**config.mk**
```make
export PLATFORM = sky130hd
export DESIGN_NAME = axi_line_master
export DESIGN_NICKNAME = d
export VERILOG_FILES = /design/src/hdl/axi_line_master_pkg.sv /design/src/hdl/txn_if.sv /design/src/hdl/axi_line_master.sv /design/src/hdl/line_collect.sv /design/src/hdl/burst_issue.sv /design/src/hdl/sync_fifo.sv
export VERILOG_INCLUDE_DIRS = /design/src /design/src/hdl
export SDC_FILE = /design/constraint.sdc
export NUM_CORES = 2
export LEC_CHECK = 0
export ABC_CLOCK_PERIOD_IN_PS = 26600
export BUFFER_PORTS_ARGS = -buffer_cell sky130_fd_sc_hd__buf_2
export CAP_MARGIN = 20
export CORE_ASPECT_RATIO = 0.5
export CORE_MARGIN = 4
export CORE_UTILIZATION = 35
export DETAILED_ROUTE_END_ITERATION = 7
export PLACE_DENSITY = 0.54
export SLEW_MARGIN = 0
export SYNTH_ARGS = -nofsm -noshare
export SYNTH_HDL_FRONTEND = slang
export SYNTH_SLANG_ARGS = --single-unit
```
**constraint.sdc**
```tcl
create_clock -name aclk -period 26.6 [get_ports aclk]
set_input_delay 5.32 -clock aclk [delete_from_list [all_inputs] [get_ports aclk]]
set_output_delay 5.32 -clock aclk [all_outputs]
set_load 0.005 [all_outputs]
```
**src/hdl/axi_line_master_defs.svh**
```systemverilog
////////////////////////////////////////
// AXI line master constants.
// Bus widths, FIFO depths and the fixed AXI burst fields.
////////////////////////////////////////
`ifndef AXI_LINE_MASTER_DEFS_SVH
`define AXI_LINE_MASTER_DEFS_SVH

`define AXI_ADDR_W 32   // Address width.
`define AXI_DATA_W 32   // One beat.
`define LINE_W     256  // One cache line.
`define BEATS      8    // Beats per line.
`define BEAT_IDX_W 3    // Beat counter width.

`define AXI_ID_W 4      // Transaction ID width.
`define AXI_ID   4'h3   // Fixed ID for every burst.
`define AXI_LEN  8'd7   // Eight beats, encoded as len + 1.
`define AXI_SIZE 3'd2   // 4-byte beats.

`define REQ_DEPTH 4     // Request FIFO entries.
`define RET_DEPTH 4     // Return FIFO entries, also the initial credit count.
`define CREDIT_W  3     // Credit counter width.

`endif
```
**src/hdl/axi_line_master_pkg.sv**
```systemverilog
////////////////////////////////////////
// AXI line master types.
// Request opcodes, AXI burst kinds and issue FSM states.
////////////////////////////////////////
package axi_line_master_pkg;

  // Request opcode from the line port.
  typedef enum logic [1:0] {
    OP_NOP   = 2'd0,  // Dropped by the request stage.
    OP_READ  = 2'd1,
    OP_WRITE = 2'd2
  } ls_op_e;

  // AXI AxBURST encoding.
  typedef enum logic [1:0] {
    BURST_FIXED = 2'd0,
    BURST_INCR  = 2'd1,  // The only kind issued here.
    BURST_WRAP  = 2'd2
  } burst_e;

  // Request stage FSM.
  typedef enum logic [1:0] {
    ST_IDLE = 2'd0,  // Waiting for a request.
    ST_ADDR = 2'd1,  // AW or AR valid.
    ST_DATA = 2'd2,  // Write beats on W.
    ST_WAIT = 2'd3   // Waiting for B or last R.
  } issue_state_e;

endpackage

```
**src/hdl/txn_if.sv**
```systemverilog
////////////////////////////////////////
// Transaction link between the stages.
// Completion and credit pulses back, open flags forward.
////////////////////////////////////////
`timescale 1ns/1ps

interface txn_if;

  // Collector to issuer.
  logic done;        // Pulse on B handshake or last R handshake.
  logic credit_ret;  // Pulse when a line leaves the return FIFO.

  // Issuer to collector.
  logic rd_open;     // Read outstanding.
  logic wr_open;     // Write outstanding.

  modport issuer (
    input  done,
    input  credit_ret,
    output rd_open,
    output wr_open
  );

  modport collector (
    output done,
    output credit_ret,
    input  rd_open,
    input  wr_open
  );

endinterface

```
**src/hdl/axi_line_master.sv**
```systemverilog
////////////////////////////////////////
// AXI4 line master, top level.
// 256-bit line requests in, 8-beat INCR bursts out,
// read lines back in request order.
////////////////////////////////////////
`timescale 1ns/1ps
`include "axi_line_master_defs.svh"

module axi_line_master (
  input  logic                         aclk,
  input  logic                         aresetn,
  // Line request and return ports.
  input  logic [`AXI_ADDR_W-1:0]       ls_address,
  input  axi_line_master_pkg::ls_op_e  ls_operation,
  input  logic [`LINE_W-1:0]           ls_data_in,
  input  logic                         ls_valid_in,
  output logic                         ls_ready_out,
  output logic [`LINE_W-1:0]           ls_data_out,
  output logic                         ls_valid_out,
  input  logic                         ls_ready_in,
  // AXI4 write address, data and response.
  output logic [`AXI_ID_W-1:0]         awid,
  output logic [`AXI_ADDR_W-1:0]       awaddr,
  output logic [7:0]                   awlen,
  output logic [2:0]                   awsize,
  output logic [1:0]                   awburst,
  output logic                         awvalid,
  input  logic                         awready,
  output logic [`AXI_DATA_W-1:0]       wdata,
  output logic [`AXI_DATA_W/8-1:0]     wstrb,
  output logic                         wlast,
  output logic                         wvalid,
  input  logic                         wready,
  input  logic                         bvalid,
  output logic                         bready,
  // AXI4 read address and data.
  output logic [`AXI_ID_W-1:0]         arid,
  output logic [`AXI_ADDR_W-1:0]       araddr,
  output logic [7:0]                   arlen,
  output logic [2:0]                   arsize,
  output logic [1:0]                   arburst,
  output logic                         arvalid,
  input  logic                         arready,
  input  logic [`AXI_DATA_W-1:0]       rdata,
  input  logic                         rlast,
  input  logic                         rvalid,
  output logic                         rready
);

  import axi_line_master_pkg::*;

  localparam int REQ_W = `LINE_W + `AXI_ADDR_W + 2;  // Line, address, opcode.

  logic [REQ_W-1:0] req_head;
  logic             req_full;
  logic             req_empty;
  logic             req_pop;

  txn_if txn ();

  ////////////////////////////////////////
  // Request FIFO
  ////////////////////////////////////////

  sync_fifo #(
    .WIDTH (REQ_W),
    .DEPTH (`REQ_DEPTH)
  ) u_req_fifo (
    .aclk    (aclk),
    .aresetn (aresetn),
    .push    (ls_valid_in && ls_ready_out),
    .din     ({ls_data_in, ls_address, ls_operation}),
    .full    (req_full),
    .pop     (req_pop),
    .dout    (req_head),
    .empty   (req_empty)
  );

  assign ls_ready_out = !req_full;

  burst_issue u_issue (
    .aclk      (aclk),
    .aresetn   (aresetn),
    .req_empty (req_empty),
    .req_op    (ls_op_e'(req_head[1:0])),
    .req_addr  (req_head[`AXI_ADDR_W+1:2]),
    .req_line  (req_head[REQ_W-1:`AXI_ADDR_W+2]),
    .req_pop   (req_pop),
    .awvalid   (awvalid),
    .awready   (awready),
    .awaddr    (awaddr),
    .wvalid    (wvalid),
    .wready    (wready),
    .wdata     (wdata),
    .wlast     (wlast),
    .arvalid   (arvalid),
    .arready   (arready),
    .araddr    (araddr),
    .txn       (txn.issuer)
  );

  line_collect u_collect (
    .aclk         (aclk),
    .aresetn      (aresetn),
    .bvalid       (bvalid),
    .bready       (bready),
    .rvalid       (rvalid),
    .rready       (rready),
    .rdata        (rdata),
    .rlast        (rlast),
    .ls_data_out  (ls_data_out),
    .ls_valid_out (ls_valid_out),
    .ls_ready_in  (ls_ready_in),
    .txn          (txn.collector)
  );

  // Fixed burst shape on both address channels.
  assign awid    = `AXI_ID;
  assign awlen   = `AXI_LEN;
  assign awsize  = `AXI_SIZE;
  assign awburst = BURST_INCR;
  assign arid    = `AXI_ID;
  assign arlen   = `AXI_LEN;
  assign arsize  = `AXI_SIZE;
  assign arburst = BURST_INCR;
  assign wstrb   = '1;  // Whole beats only.

endmodule

```
**src/hdl/line_collect.sv**
```systemverilog
////////////////////////////////////////
// Return stage.
// Takes B and R, assembles read beats into lines
// and queues them for the line port.
////////////////////////////////////////
`timescale 1ns/1ps
`include "axi_line_master_defs.svh"

module line_collect (
  input  logic                   aclk,
  input  logic                   aresetn,
  input  logic                   bvalid,
  output logic                   bready,
  input  logic                   rvalid,
  output logic                   rready,
  input  logic [`AXI_DATA_W-1:0] rdata,
  input  logic                   rlast,
  output logic [`LINE_W-1:0]     ls_data_out,
  output logic                   ls_valid_out,
  input  logic                   ls_ready_in,
  txn_if.collector               txn
);

  logic                   b_hs;
  logic                   r_hs;
  logic                   r_end;     // Last beat accepted.
  logic [`BEAT_IDX_W-1:0] r_idx;     // Slot of the next beat.
  logic [`LINE_W-1:0]     line_q;    // Line under assembly.
  logic                   ret_push;
  logic                   ret_pop;
  logic                   ret_empty;

  assign b_hs  = bvalid && bready;
  assign r_hs  = rvalid && rready;
  assign r_end = r_hs && rlast;

  // Readies follow the open flags a cycle late.
  // Dropped straight after the closing handshake.
  always_ff @(posedge aclk) begin
    if (!aresetn) begin
      bready   <= 1'b0;
      rready   <= 1'b0;
      r_idx    <= '0;
      ret_push <= 1'b0;
    end else begin
      bready   <= txn.wr_open && !b_hs;
      rready   <= txn.rd_open && !r_end;
      ret_push <= r_end;                       // Push one cycle after RLAST.
      if (r_hs) r_idx <= rlast ? '0 : r_idx + 1'b1;
    end
  end

  always_ff @(posedge aclk) begin
    if (r_hs) line_q[r_idx*`AXI_DATA_W +: `AXI_DATA_W] <= rdata;  // Beat n to bits 32n up.
  end

  ////////////////////////////////////////
  // Return FIFO
  ////////////////////////////////////////

  // Never full here, the request stage holds one credit per slot.
  sync_fifo #(
    .WIDTH (`LINE_W),
    .DEPTH (`RET_DEPTH)
  ) u_ret_fifo (
    .aclk    (aclk),
    .aresetn (aresetn),
    .push    (ret_push),
    .din     (line_q),
    .full    (),
    .pop     (ret_pop),
    .dout    (ls_data_out),
    .empty   (ret_empty)
  );

  assign ls_valid_out   = !ret_empty;
  assign ret_pop        = ls_valid_out && ls_ready_in;
  assign txn.credit_ret = ret_pop;            // Slot freed.
  assign txn.done       = b_hs || r_end;      // Burst finished.

endmodule

```
**src/hdl/burst_issue.sv**
```systemverilog
////////////////////////////////////////
// Request stage.
// Issues AW/W or AR bursts from the request FIFO head, one at a time,
// and holds the return credits.
////////////////////////////////////////
`timescale 1ns/1ps
`include "axi_line_master_defs.svh"

module burst_issue (
  input  logic                        aclk,
  input  logic                        aresetn,
  input  logic                        req_empty,
  input  axi_line_master_pkg::ls_op_e req_op,
  input  logic [`AXI_ADDR_W-1:0]      req_addr,
  input  logic [`LINE_W-1:0]          req_line,
  output logic                        req_pop,
  output logic                        awvalid,
  input  logic                        awready,
  output logic [`AXI_ADDR_W-1:0]      awaddr,
  output logic                        wvalid,
  input  logic                        wready,
  output logic [`AXI_DATA_W-1:0]      wdata,
  output logic                        wlast,
  output logic                        arvalid,
  input  logic                        arready,
  output logic [`AXI_ADDR_W-1:0]      araddr,
  txn_if.issuer                       txn
);

  import axi_line_master_pkg::*;

  issue_state_e           state;
  issue_state_e           state_nxt;
  ls_op_e                 op_q;        // Opcode of the burst in flight.
  logic [`AXI_ADDR_W-1:0] addr_q;
  logic [`LINE_W-1:0]     line_q;      // Write line being split.
  logic [`BEAT_IDX_W-1:0] beat_idx;
  logic [`CREDIT_W-1:0]   credit_cnt;  // Free return slots.
  logic                   is_write;
  logic                   start;
  logic                   drop;
  logic                   aw_hs;
  logic                   w_hs;
  logic                   ar_hs;

  ////////////////////////////////////////
  // Head decode
  ////////////////////////////////////////

  // Reads need a free return slot.
  assign start = (state == ST_IDLE) && !req_empty &&
                 ((req_op == OP_WRITE) || (req_op == OP_READ && credit_cnt != '0));
  // NOP and unused codes are popped without a burst.
  assign drop  = (state == ST_IDLE) && !req_empty &&
                 (req_op != OP_WRITE) && (req_op != OP_READ);

  assign is_write = (op_q == OP_WRITE);
  assign aw_hs    = awvalid && awready;
  assign w_hs     = wvalid && wready;
  assign ar_hs    = arvalid && arready;
  assign req_pop  = drop || aw_hs || ar_hs;  // Head leaves on the address handshake.

  ////////////////////////////////////////
  // FSM
  ////////////////////////////////////////

  always_comb begin
    state_nxt = state;
    unique case (state)
      ST_IDLE: if (start) state_nxt = ST_ADDR;
      ST_ADDR: begin
        if (aw_hs)      state_nxt = ST_DATA;
        else if (ar_hs) state_nxt = ST_WAIT;  // No data phase for reads.
      end
      ST_DATA: if (w_hs && wlast) state_nxt = ST_WAIT;
      ST_WAIT: if (txn.done) state_nxt = ST_IDLE;
      default: state_nxt = ST_IDLE;
    endcase
  end

  always_ff @(posedge aclk) begin
    if (!aresetn) state <= ST_IDLE;
    else          state <= state_nxt;
  end

  // Request captured as the FSM leaves IDLE.
  always_ff @(posedge aclk) begin
    if (start) begin
      op_q   <= req_op;
      addr_q <= req_addr;
      line_q <= req_line;
    end
  end

  ////////////////////////////////////////
  // Beat index and credits
  ////////////////////////////////////////

  always_ff @(posedge aclk) begin
    if (!aresetn) begin
      beat_idx   <= '0;
      credit_cnt <= `CREDIT_W'(`RET_DEPTH);  // Return FIFO starts empty.
    end else begin
      if (w_hs) beat_idx <= wlast ? '0 : beat_idx + 1'b1;
      if (ar_hs && !txn.credit_ret)      credit_cnt <= credit_cnt - 1'b1;
      else if (txn.credit_ret && !ar_hs) credit_cnt <= credit_cnt + 1'b1;
    end
  end

  // AXI outputs, all decoded from registers.
  assign awvalid = (state == ST_ADDR) && is_write;
  assign arvalid = (state == ST_ADDR) && !is_write;
  assign awaddr  = addr_q;
  assign araddr  = addr_q;
  assign wvalid  = (state == ST_DATA);
  assign wdata   = line_q[beat_idx*`AXI_DATA_W +: `AXI_DATA_W];  // Beat n is bits 32n up.
  assign wlast   = (beat_idx == `BEAT_IDX_W'(`BEATS - 1));

  assign txn.wr_open = ((state == ST_DATA) || (state == ST_WAIT)) && is_write;
  assign txn.rd_open = (state == ST_WAIT) && !is_write;

endmodule

```
**src/hdl/sync_fifo.sv**
```systemverilog
////////////////////////////////////////
// Synchronous FIFO.
// Circular buffer with read and write pointers and a fill count.
////////////////////////////////////////
`timescale 1ns/1ps

module sync_fifo #(
  parameter int WIDTH = 32,
  parameter int DEPTH = 4
) (
  input  logic             aclk,
  input  logic             aresetn,
  input  logic             push,
  input  logic [WIDTH-1:0] din,
  output logic             full,
  input  logic             pop,
  output logic [WIDTH-1:0] dout,
  output logic             empty
);

  localparam int PTR_W = (DEPTH > 1) ? $clog2(DEPTH) : 1;
  localparam int CNT_W = $clog2(DEPTH + 1);

  logic [WIDTH-1:0] mem [DEPTH];  // Storage.
  logic [PTR_W-1:0] wr_ptr;
  logic [PTR_W-1:0] rd_ptr;
  logic [CNT_W-1:0] count;        // Entries held.
  logic             do_push;
  logic             do_pop;

  assign do_pop  = pop && !empty;            // Pop on empty is ignored.
  assign do_push = push && (!full || do_pop); // Push on full is fine with a pop.

  always_ff @(posedge aclk) begin
    if (do_push) mem[wr_ptr] <= din;
  end

  // Pointers wrap at DEPTH, so any depth works.
  always_ff @(posedge aclk) begin
    if (!aresetn) begin
      wr_ptr <= '0;
      rd_ptr <= '0;
      count  <= '0;
    end else begin
      if (do_push) wr_ptr <= (wr_ptr == PTR_W'(DEPTH - 1)) ? '0 : wr_ptr + 1'b1;
      if (do_pop)  rd_ptr <= (rd_ptr == PTR_W'(DEPTH - 1)) ? '0 : rd_ptr + 1'b1;
      if (do_push && !do_pop)      count <= count + 1'b1;
      else if (do_pop && !do_push) count <= count - 1'b1;
    end
  end

  assign dout  = mem[rd_ptr];              // Head entry.
  assign full  = (count == CNT_W'(DEPTH));
  assign empty = (count == '0);

endmodule

```
**Yosys cells after proc, flatten, opt, wreduce, memory -nomap -nowiden**

Memories as Yosys holds them, arrays and structs flattened. A register that Yosys moved wholly into a read port is not among the register bits.
Cells that the tools add are included.

- Register bits: 574
- Memory bits (writable): 2184
- Output and inout port bits: 398
- Word-level logic and storage cells: 139
- Memories: 2

Memory list:

| name | words | width | rd ports | clocked after Yosys merged registers in | write ports | line | RTL |
|---|---|---|---|---|---|---|---|
| u_req_fifo.mem | 4 | 290 | 1 | 1 | 1 | sync_fifo.sv:24 | `logic [WIDTH-1:0] mem [DEPTH];` |
| u_collect.u_ret_fifo.mem | 4 | 256 | 1 | 1 | 1 | sync_fifo.sv:24 |  |

- Add/sub/neg operators: 13
- Eq/ne operators: 19
- Shifts and indexed selects: 3
- Mux-type cells: 27
- Reductions and logical operators: 58

Operators by type and width:

| cell | number |
|---|---|
| 256-bit bitwise mux | 1 |
| 32-bit by 34-bit variable shift with 256-bit output (first input constant) | 1 |
| 256-bit by 9-bit variable part select with 32-bit output | 1 |
| 32-bit by 34-bit variable part select with 256-bit output | 1 |
| 8-bit negation with 34-bit output | 1 |
| 1-bit logical AND | 30 |
| 2-bit 2-to-1 mux | 13 |
| 3-bit 2-to-1 mux | 8 |
| 2-bit == test (second input constant) | 8 |
| 3-bit by 1-bit adder with 3-bit output (second input constant) | 5 |
| 1-bit logical NOT | 13 |
| 3-bit == test (second input constant) | 3 |
| 3-bit by 1-bit subtractor with 3-bit output (second input constant) | 3 |
| 2-bit by 1-bit adder with 2-bit output (second input constant) | 4 |
| 2-bit one-hot mux with 4 select lines | 1 |
| 1-bit logical OR | 7 |
| 3-bit logical NOT | 2 |
| 2-bit != test (second input constant) | 3 |
| 2-bit nonzero test | 3 |
| 2-bit by 1-bit == test with 1-bit output (second input constant) | 2 |
| 1-bit 2-to-1 mux | 4 |
| 2-bit by 1-bit != test with 1-bit output (second input constant) | 2 |
| 4-bit AND reduction | 1 |
| 3-bit by 1-bit != test with 1-bit output (second input constant) | 1 |
| other kinds (2) | 2 |

**Depth between registers and ports, before layout**

- Word-level depth: 14
- Mapped depth: 11

**Modules after synthesis**

Synthesis repeated with hierarchy kept, for this count alone.

- Cells, all modules: 4195
- Area, all modules: 101884.0 um2

By module, submodules not included:

| module | instances | cells an instance | area each (um2) | seq. area each (um2) |
|---|---|---|---|---|
| sync_fifo (u_req_fifo) | 1 | 1565 | 42205.5 | 35013.6 |
| sync_fifo (u_collect.u_ret_fifo) | 1 | 1388 | 37664.9 | 30929.7 |
| burst_issue | 1 | 510 | 11497.3 | 8868.5 |
| line_collect | 1 | 690 | 10213.5 | 7807.5 |
| axi_line_master | 1 | 42 | 302.8 | 0.0 |

**Worst setup path after synthesis**

Ideal clock, no wire load.

- Path kind: register -> register
- Start point: register (tool-made name)
- End point: register u_issue.addr_q[0], in the netlist u_issue.araddr[0] (enable)
- Setup time: 1.298 ns
- Arrival: 20.777 ns
- Required time: 25.302 ns
- Setup slack: 4.525 ns
- Cell stages (with the launch flop): 5
- Path buffers: 1
- Period minus slack after synthesis: 22.075 ns
- Cells stage by stage: dfxtp_1 buf_6 mux4_2 xnor2_2 nor3_1

RTL lines:

| what | line | RTL |
|---|---|---|
| end signal: assignment | burst_issue.sv:90 | `addr_q <= req_addr;` |
| end: declaration | burst_issue.sv:35 | `` logic [`AXI_ADDR_W-1:0] addr_q; `` |

==> results list <==
- Outcome: completed
* Cell seen most often among critical-path stages: sky130_fd_sc_hd__buf_4
- For the final routed database, the setup TNS stands at 0 ns.
- Setup repair after global routing left no endpoint under its margin.
* First-pass detailed-route iteration total: 8
- Port buffering added slightly below 700 buffers.
* Post-Synth Simple-Gate Area: approximately 1.9%
* Placer's final routability congestion estimate: around 0.81
- Max Fanout on Critical Path: 53
- Flip-flop and latch count after synthesis: 2762
* Worst slack at placement: 16.81 ns
- CTS resizes: 0
- The signal on the critical path passes through buf_4 > buf_4 > buf_4 > mux4_2 > buf_2.
- Number of synthesis warnings: 0
- Combinational family with the most area after synthesis: multiplexers
- Worst-path cell with the longest stage delay: sky130_fd_sc_hd__dfxtp_4
* Area delta synth->final: 15.52%
- The clock tree synthesis step divided the H-tree into 4 levels.
- Summed over all cells, the static leakage comes to about 38 nW.
- Dominant synthesized flop cell: sky130_fd_sc_hd__edfxtp_1
- Average wire per standard cell: between 20 and 30 um
- The clock passes through at most 4 buffers.
* Vias after detailed routing: around 44000
- Leaving out fill and tap cells, the most frequent cells in the layout are 2730 x sky130_fd_sc_hd__edfxtp_1, 691 x sky130_fd_sc_hd__buf_2, 610 x sky130_fd_sc_hd__mux4_2.
* Net count of the finished layout: 5271
- After detailed routing, the number of vias per cell comes to roughly 5.
- Entering global routing, the biggest net connects between 150 and 200 pins.
- After detailed placement, the design holds a cell count of about 8500.
- Wirelength, routed: between 200000 and 250000 um
* Number of instances in the synthesized netlist: a little over 4000
* Final setup margin: ~16 ns
- In the routed design, unresolved DRC markers number 0.
- The tool flagged a number of max-cap violations equal to 0.
* Commonest non-fill, non-tap cell in the layout: sky130_fd_sc_hd__edfxtp_1
- Summing the areas of all compound-gate instances in the mapped netlist gives 0.1952% of the synthesized area.
- The floorplan has between 100 and 150 rows.
- The worst setup path is launched from a flip-flop.
* Number of buffers added to fix hold violations after cts: 0
- Leaving out filler cells and counting taps, the final layout contains between 8000 and 9000.
- After clock tree synthesis, the setup repair step added 0 buffers.
- CTS saw approximately 2800 sinks.
- Sequential-to-total area share from yosys stat: just over 80%
* Synthesized area: 100600 sq um
* Overflow left after global routing: 0
- The floorplan step defined a die boundary enclosing 296700 sq um.
- The clock period could shrink to roughly 10 ns.
- The detail route stage leaves a number of antenna-violating nets equal to 0.
* Overall global routing resource usage: ~16%
- Area leader, netlist: sky130_fd_sc_hd__edfxtp_1
* Critical path type: reg -> out
- During I/O placement, the number of pins put on the boundary was 730.
- Final cycle utilization of the critical path: 39.30%
- The die is between 300 and 400 um tall.
* Fraction of synthesis flops using an asynchronous set or reset pin: 0%
- Worst clock skew: between 0.08 and 0.09 ns
- In this run, CTS created clock tree buffers numbering 240.
- Synth Area in XOR/XNOR: less than 1%
- Achievable clock frequency: around 96 MHz
* Number of enable flip-flop cells after synthesis: approximately 2700
- CP Capture Type: output pin
- Worst slew margin: 21.47%
* Power density normalized to cell area: 88.54 nW/um^2
* Setup-violating endpoint count in the final report: 0
* Estimated wirelength of the detail-placed design: 153000 um
- The worst-case IR drop observed on VDD is 54.08 uV.
* CTS clock-pin slew for the worst setup and hold paths: around 0.070 ns
* Syn Area/Cell: 24.47 sq um
- Placeable core area: ~280000 sq um
* Critical Path AT: a little over 5 ns
- Cells taking the most area after synthesis: sky130_fd_sc_hd__edfxtp_1 81%, sky130_fd_sc_hd__mux4_2 14%, sky130_fd_sc_hd__and2_1 1.0%
* Mux cell area share after synthesis: 14.08%
- Die X-Extent: about 770 um
* Antenna violations before repair: 122
- Max Slew Vio Count: 0
* Transition time of the tightest slew-check pin: around 1.2 ns
- The clock reaches the later pin of the worst-skew pair after around 0.90 ns.
- TritonCTS clock tree: done
* Crit-path max cell delay: 0.88 ns
- CP required: 21.28 ns
* Clock Root Buffer: sky130_fd_sc_hd__clkbuf_16
* Adder-cell share of the synthesized area: 0.3457%
- Share of the synthesized area in the top cell type: 81.46%
* First-pass GRT wire length: 348900 um
- Share of final-layout standard cells stronger than drive strength 1: 34.74%
- Final Hold Vio Count: 0
- Unique cell type count in the Yosys netlist: 43
* Starting utilization of the core area: between 30% and 40%
- First-iteration detailed-routing DRC count: between 3000 and 4000
* Vias in the first global route: between 40000 and 50000
* Classification of the worst-slack hold path: reg -> reg
## routing by layer
| metal | vias up | GRT usage [%] | part of all wire, % |
|---|---|---|---|
| met2 | 1256 | 30.61 | 55 |
| met3 | 518 | 2.339 | 4.4 |
| met1 | 23730 | 19.02 | 37 |
| met5 | - | 0 | 0.024 |
| li1 | 18730 | - | - |
| met4 | 10 | 4.603 | 3.3 |
## final cells by class
| class | instances | area, sq um |
|---|---|---|
| diodes | 31 | 77.57 |
| clock buffers | 285 | 6175 |
| clock inverters | 150 | 1493 |
| fillers | 24780 | 168300 |
| inverters | 19 | 71.32 |
| multi-input cells | 1127 | 16930 |
| flip-flops and latches | 2762 | 82650 |
| well taps | 3780 | 4730 |
| repair buffers | 763 | 4123 |
## kinds of logic after synthesis
| family | count (synthesis) |
|---|---|
| buffers and inverters | 259 |
| flip-flops | 2762 |
| other | 2 |
| AO/OA/AOI/OAI | 32 |
| adder cells (fa/ha/maj) | 26 |
| AND/OR/NAND/NOR | 375 |
| XOR/XNOR | 7 |
| multiplexers | 649 |
## through the flow
step / power (mW) / hold WS [ns] / cell area [sq um] / util, %
2_1_floorplan: 6.570 / 0.4541 / 100800 / -
3_3_place_gp: 6.953 / 0.4640 / 108400 / 38.11
3_5_place_dp: 6.991 / 0.4809 / 108500 / 38.13
4_1_cts: 10.47 / 0.4311 / 116200 / 40.82
5_1_grt: 10.74 / 0.4561 / 116200 / 40.84
6_report: 10.29 / 0.4547 / 116200 / 40.85
## Yosys cell counts, types with 17 or more instances
cell / n
sky130_fd_sc_hd__buf_4: 70
sky130_fd_sc_hd__inv_1: 17
sky130_fd_sc_hd__and2_1: 162
sky130_fd_sc_hd__clkbuf_1: 75
sky130_fd_sc_hd__mux4_2: 610
sky130_fd_sc_hd__buf_1: 34
sky130_fd_sc_hd__buf_2: 60
sky130_fd_sc_hd__ha_1: 23
sky130_fd_sc_hd__edfxtp_1: 2730
sky130_fd_sc_hd__mux2_2: 32
sky130_fd_sc_hd__nand2_1: 37
sky130_fd_sc_hd__nor2_1: 132
sky130_fd_sc_hd__dfxtp_1: 32
## worst max-delay path, delay by kind of cell, from the launching register on
kind | cells | cell delay, ns
buf+inv | 4 | 2.60
flops | 1 | 0.88
mux | 1 | 0.61
## registers in the layout, summed over array words and instances (netlist names), named ones only
signal / count
u_collect.bready: 1
u_req_fifo.mem: 1160
u_collect.rready: 1
u_collect.ret_push: 1
u_issue.state: 2
u_req_fifo.count: 3
u_issue.araddr: 32
u_req_fifo.wr_ptr: 2
u_collect.u_ret_fifo.rd_ptr: 2
u_req_fifo.rd_ptr: 2
u_issue.credit_cnt: 3
u_collect.line_q: 256
u_issue.line_q: 256
u_collect.r_idx: 3
u_collect.u_ret_fifo.count: 3
u_collect.u_ret_fifo.wr_ptr: 2
u_collect.u_ret_fifo.mem: 1024
u_issue.beat_idx: 3
u_issue.op_q: 2
## report_power, final
group	switching (mW)	internal, mW
Clock	1.56	1.91
Combinational	0.788	0.663
Sequential	0.143	5.23
## final timing paths
kind | startpoint | to | slack, ns | cells past startpoint
worst min register to register | u_collect.line_q[139]$_DFFE_PP_ | u_collect.u_ret_fifo.mem[2][139]$_DFFE_PP_ | 0.45 | 0
worst max-delay path | flip-flop | ls_data_out[77] | 16.14 | 5
worst min-delay path | u_collect.line_q[139]$_DFFE_PP_ | u_collect.u_ret_fifo.mem[2][139]$_DFFE_PP_ | 0.45 | 0
worst max register to register | flip-flop | u_issue.line_q[83]$_DFFE_PP_ | 21.50 | 6
(Power assumes the default switching activity.)
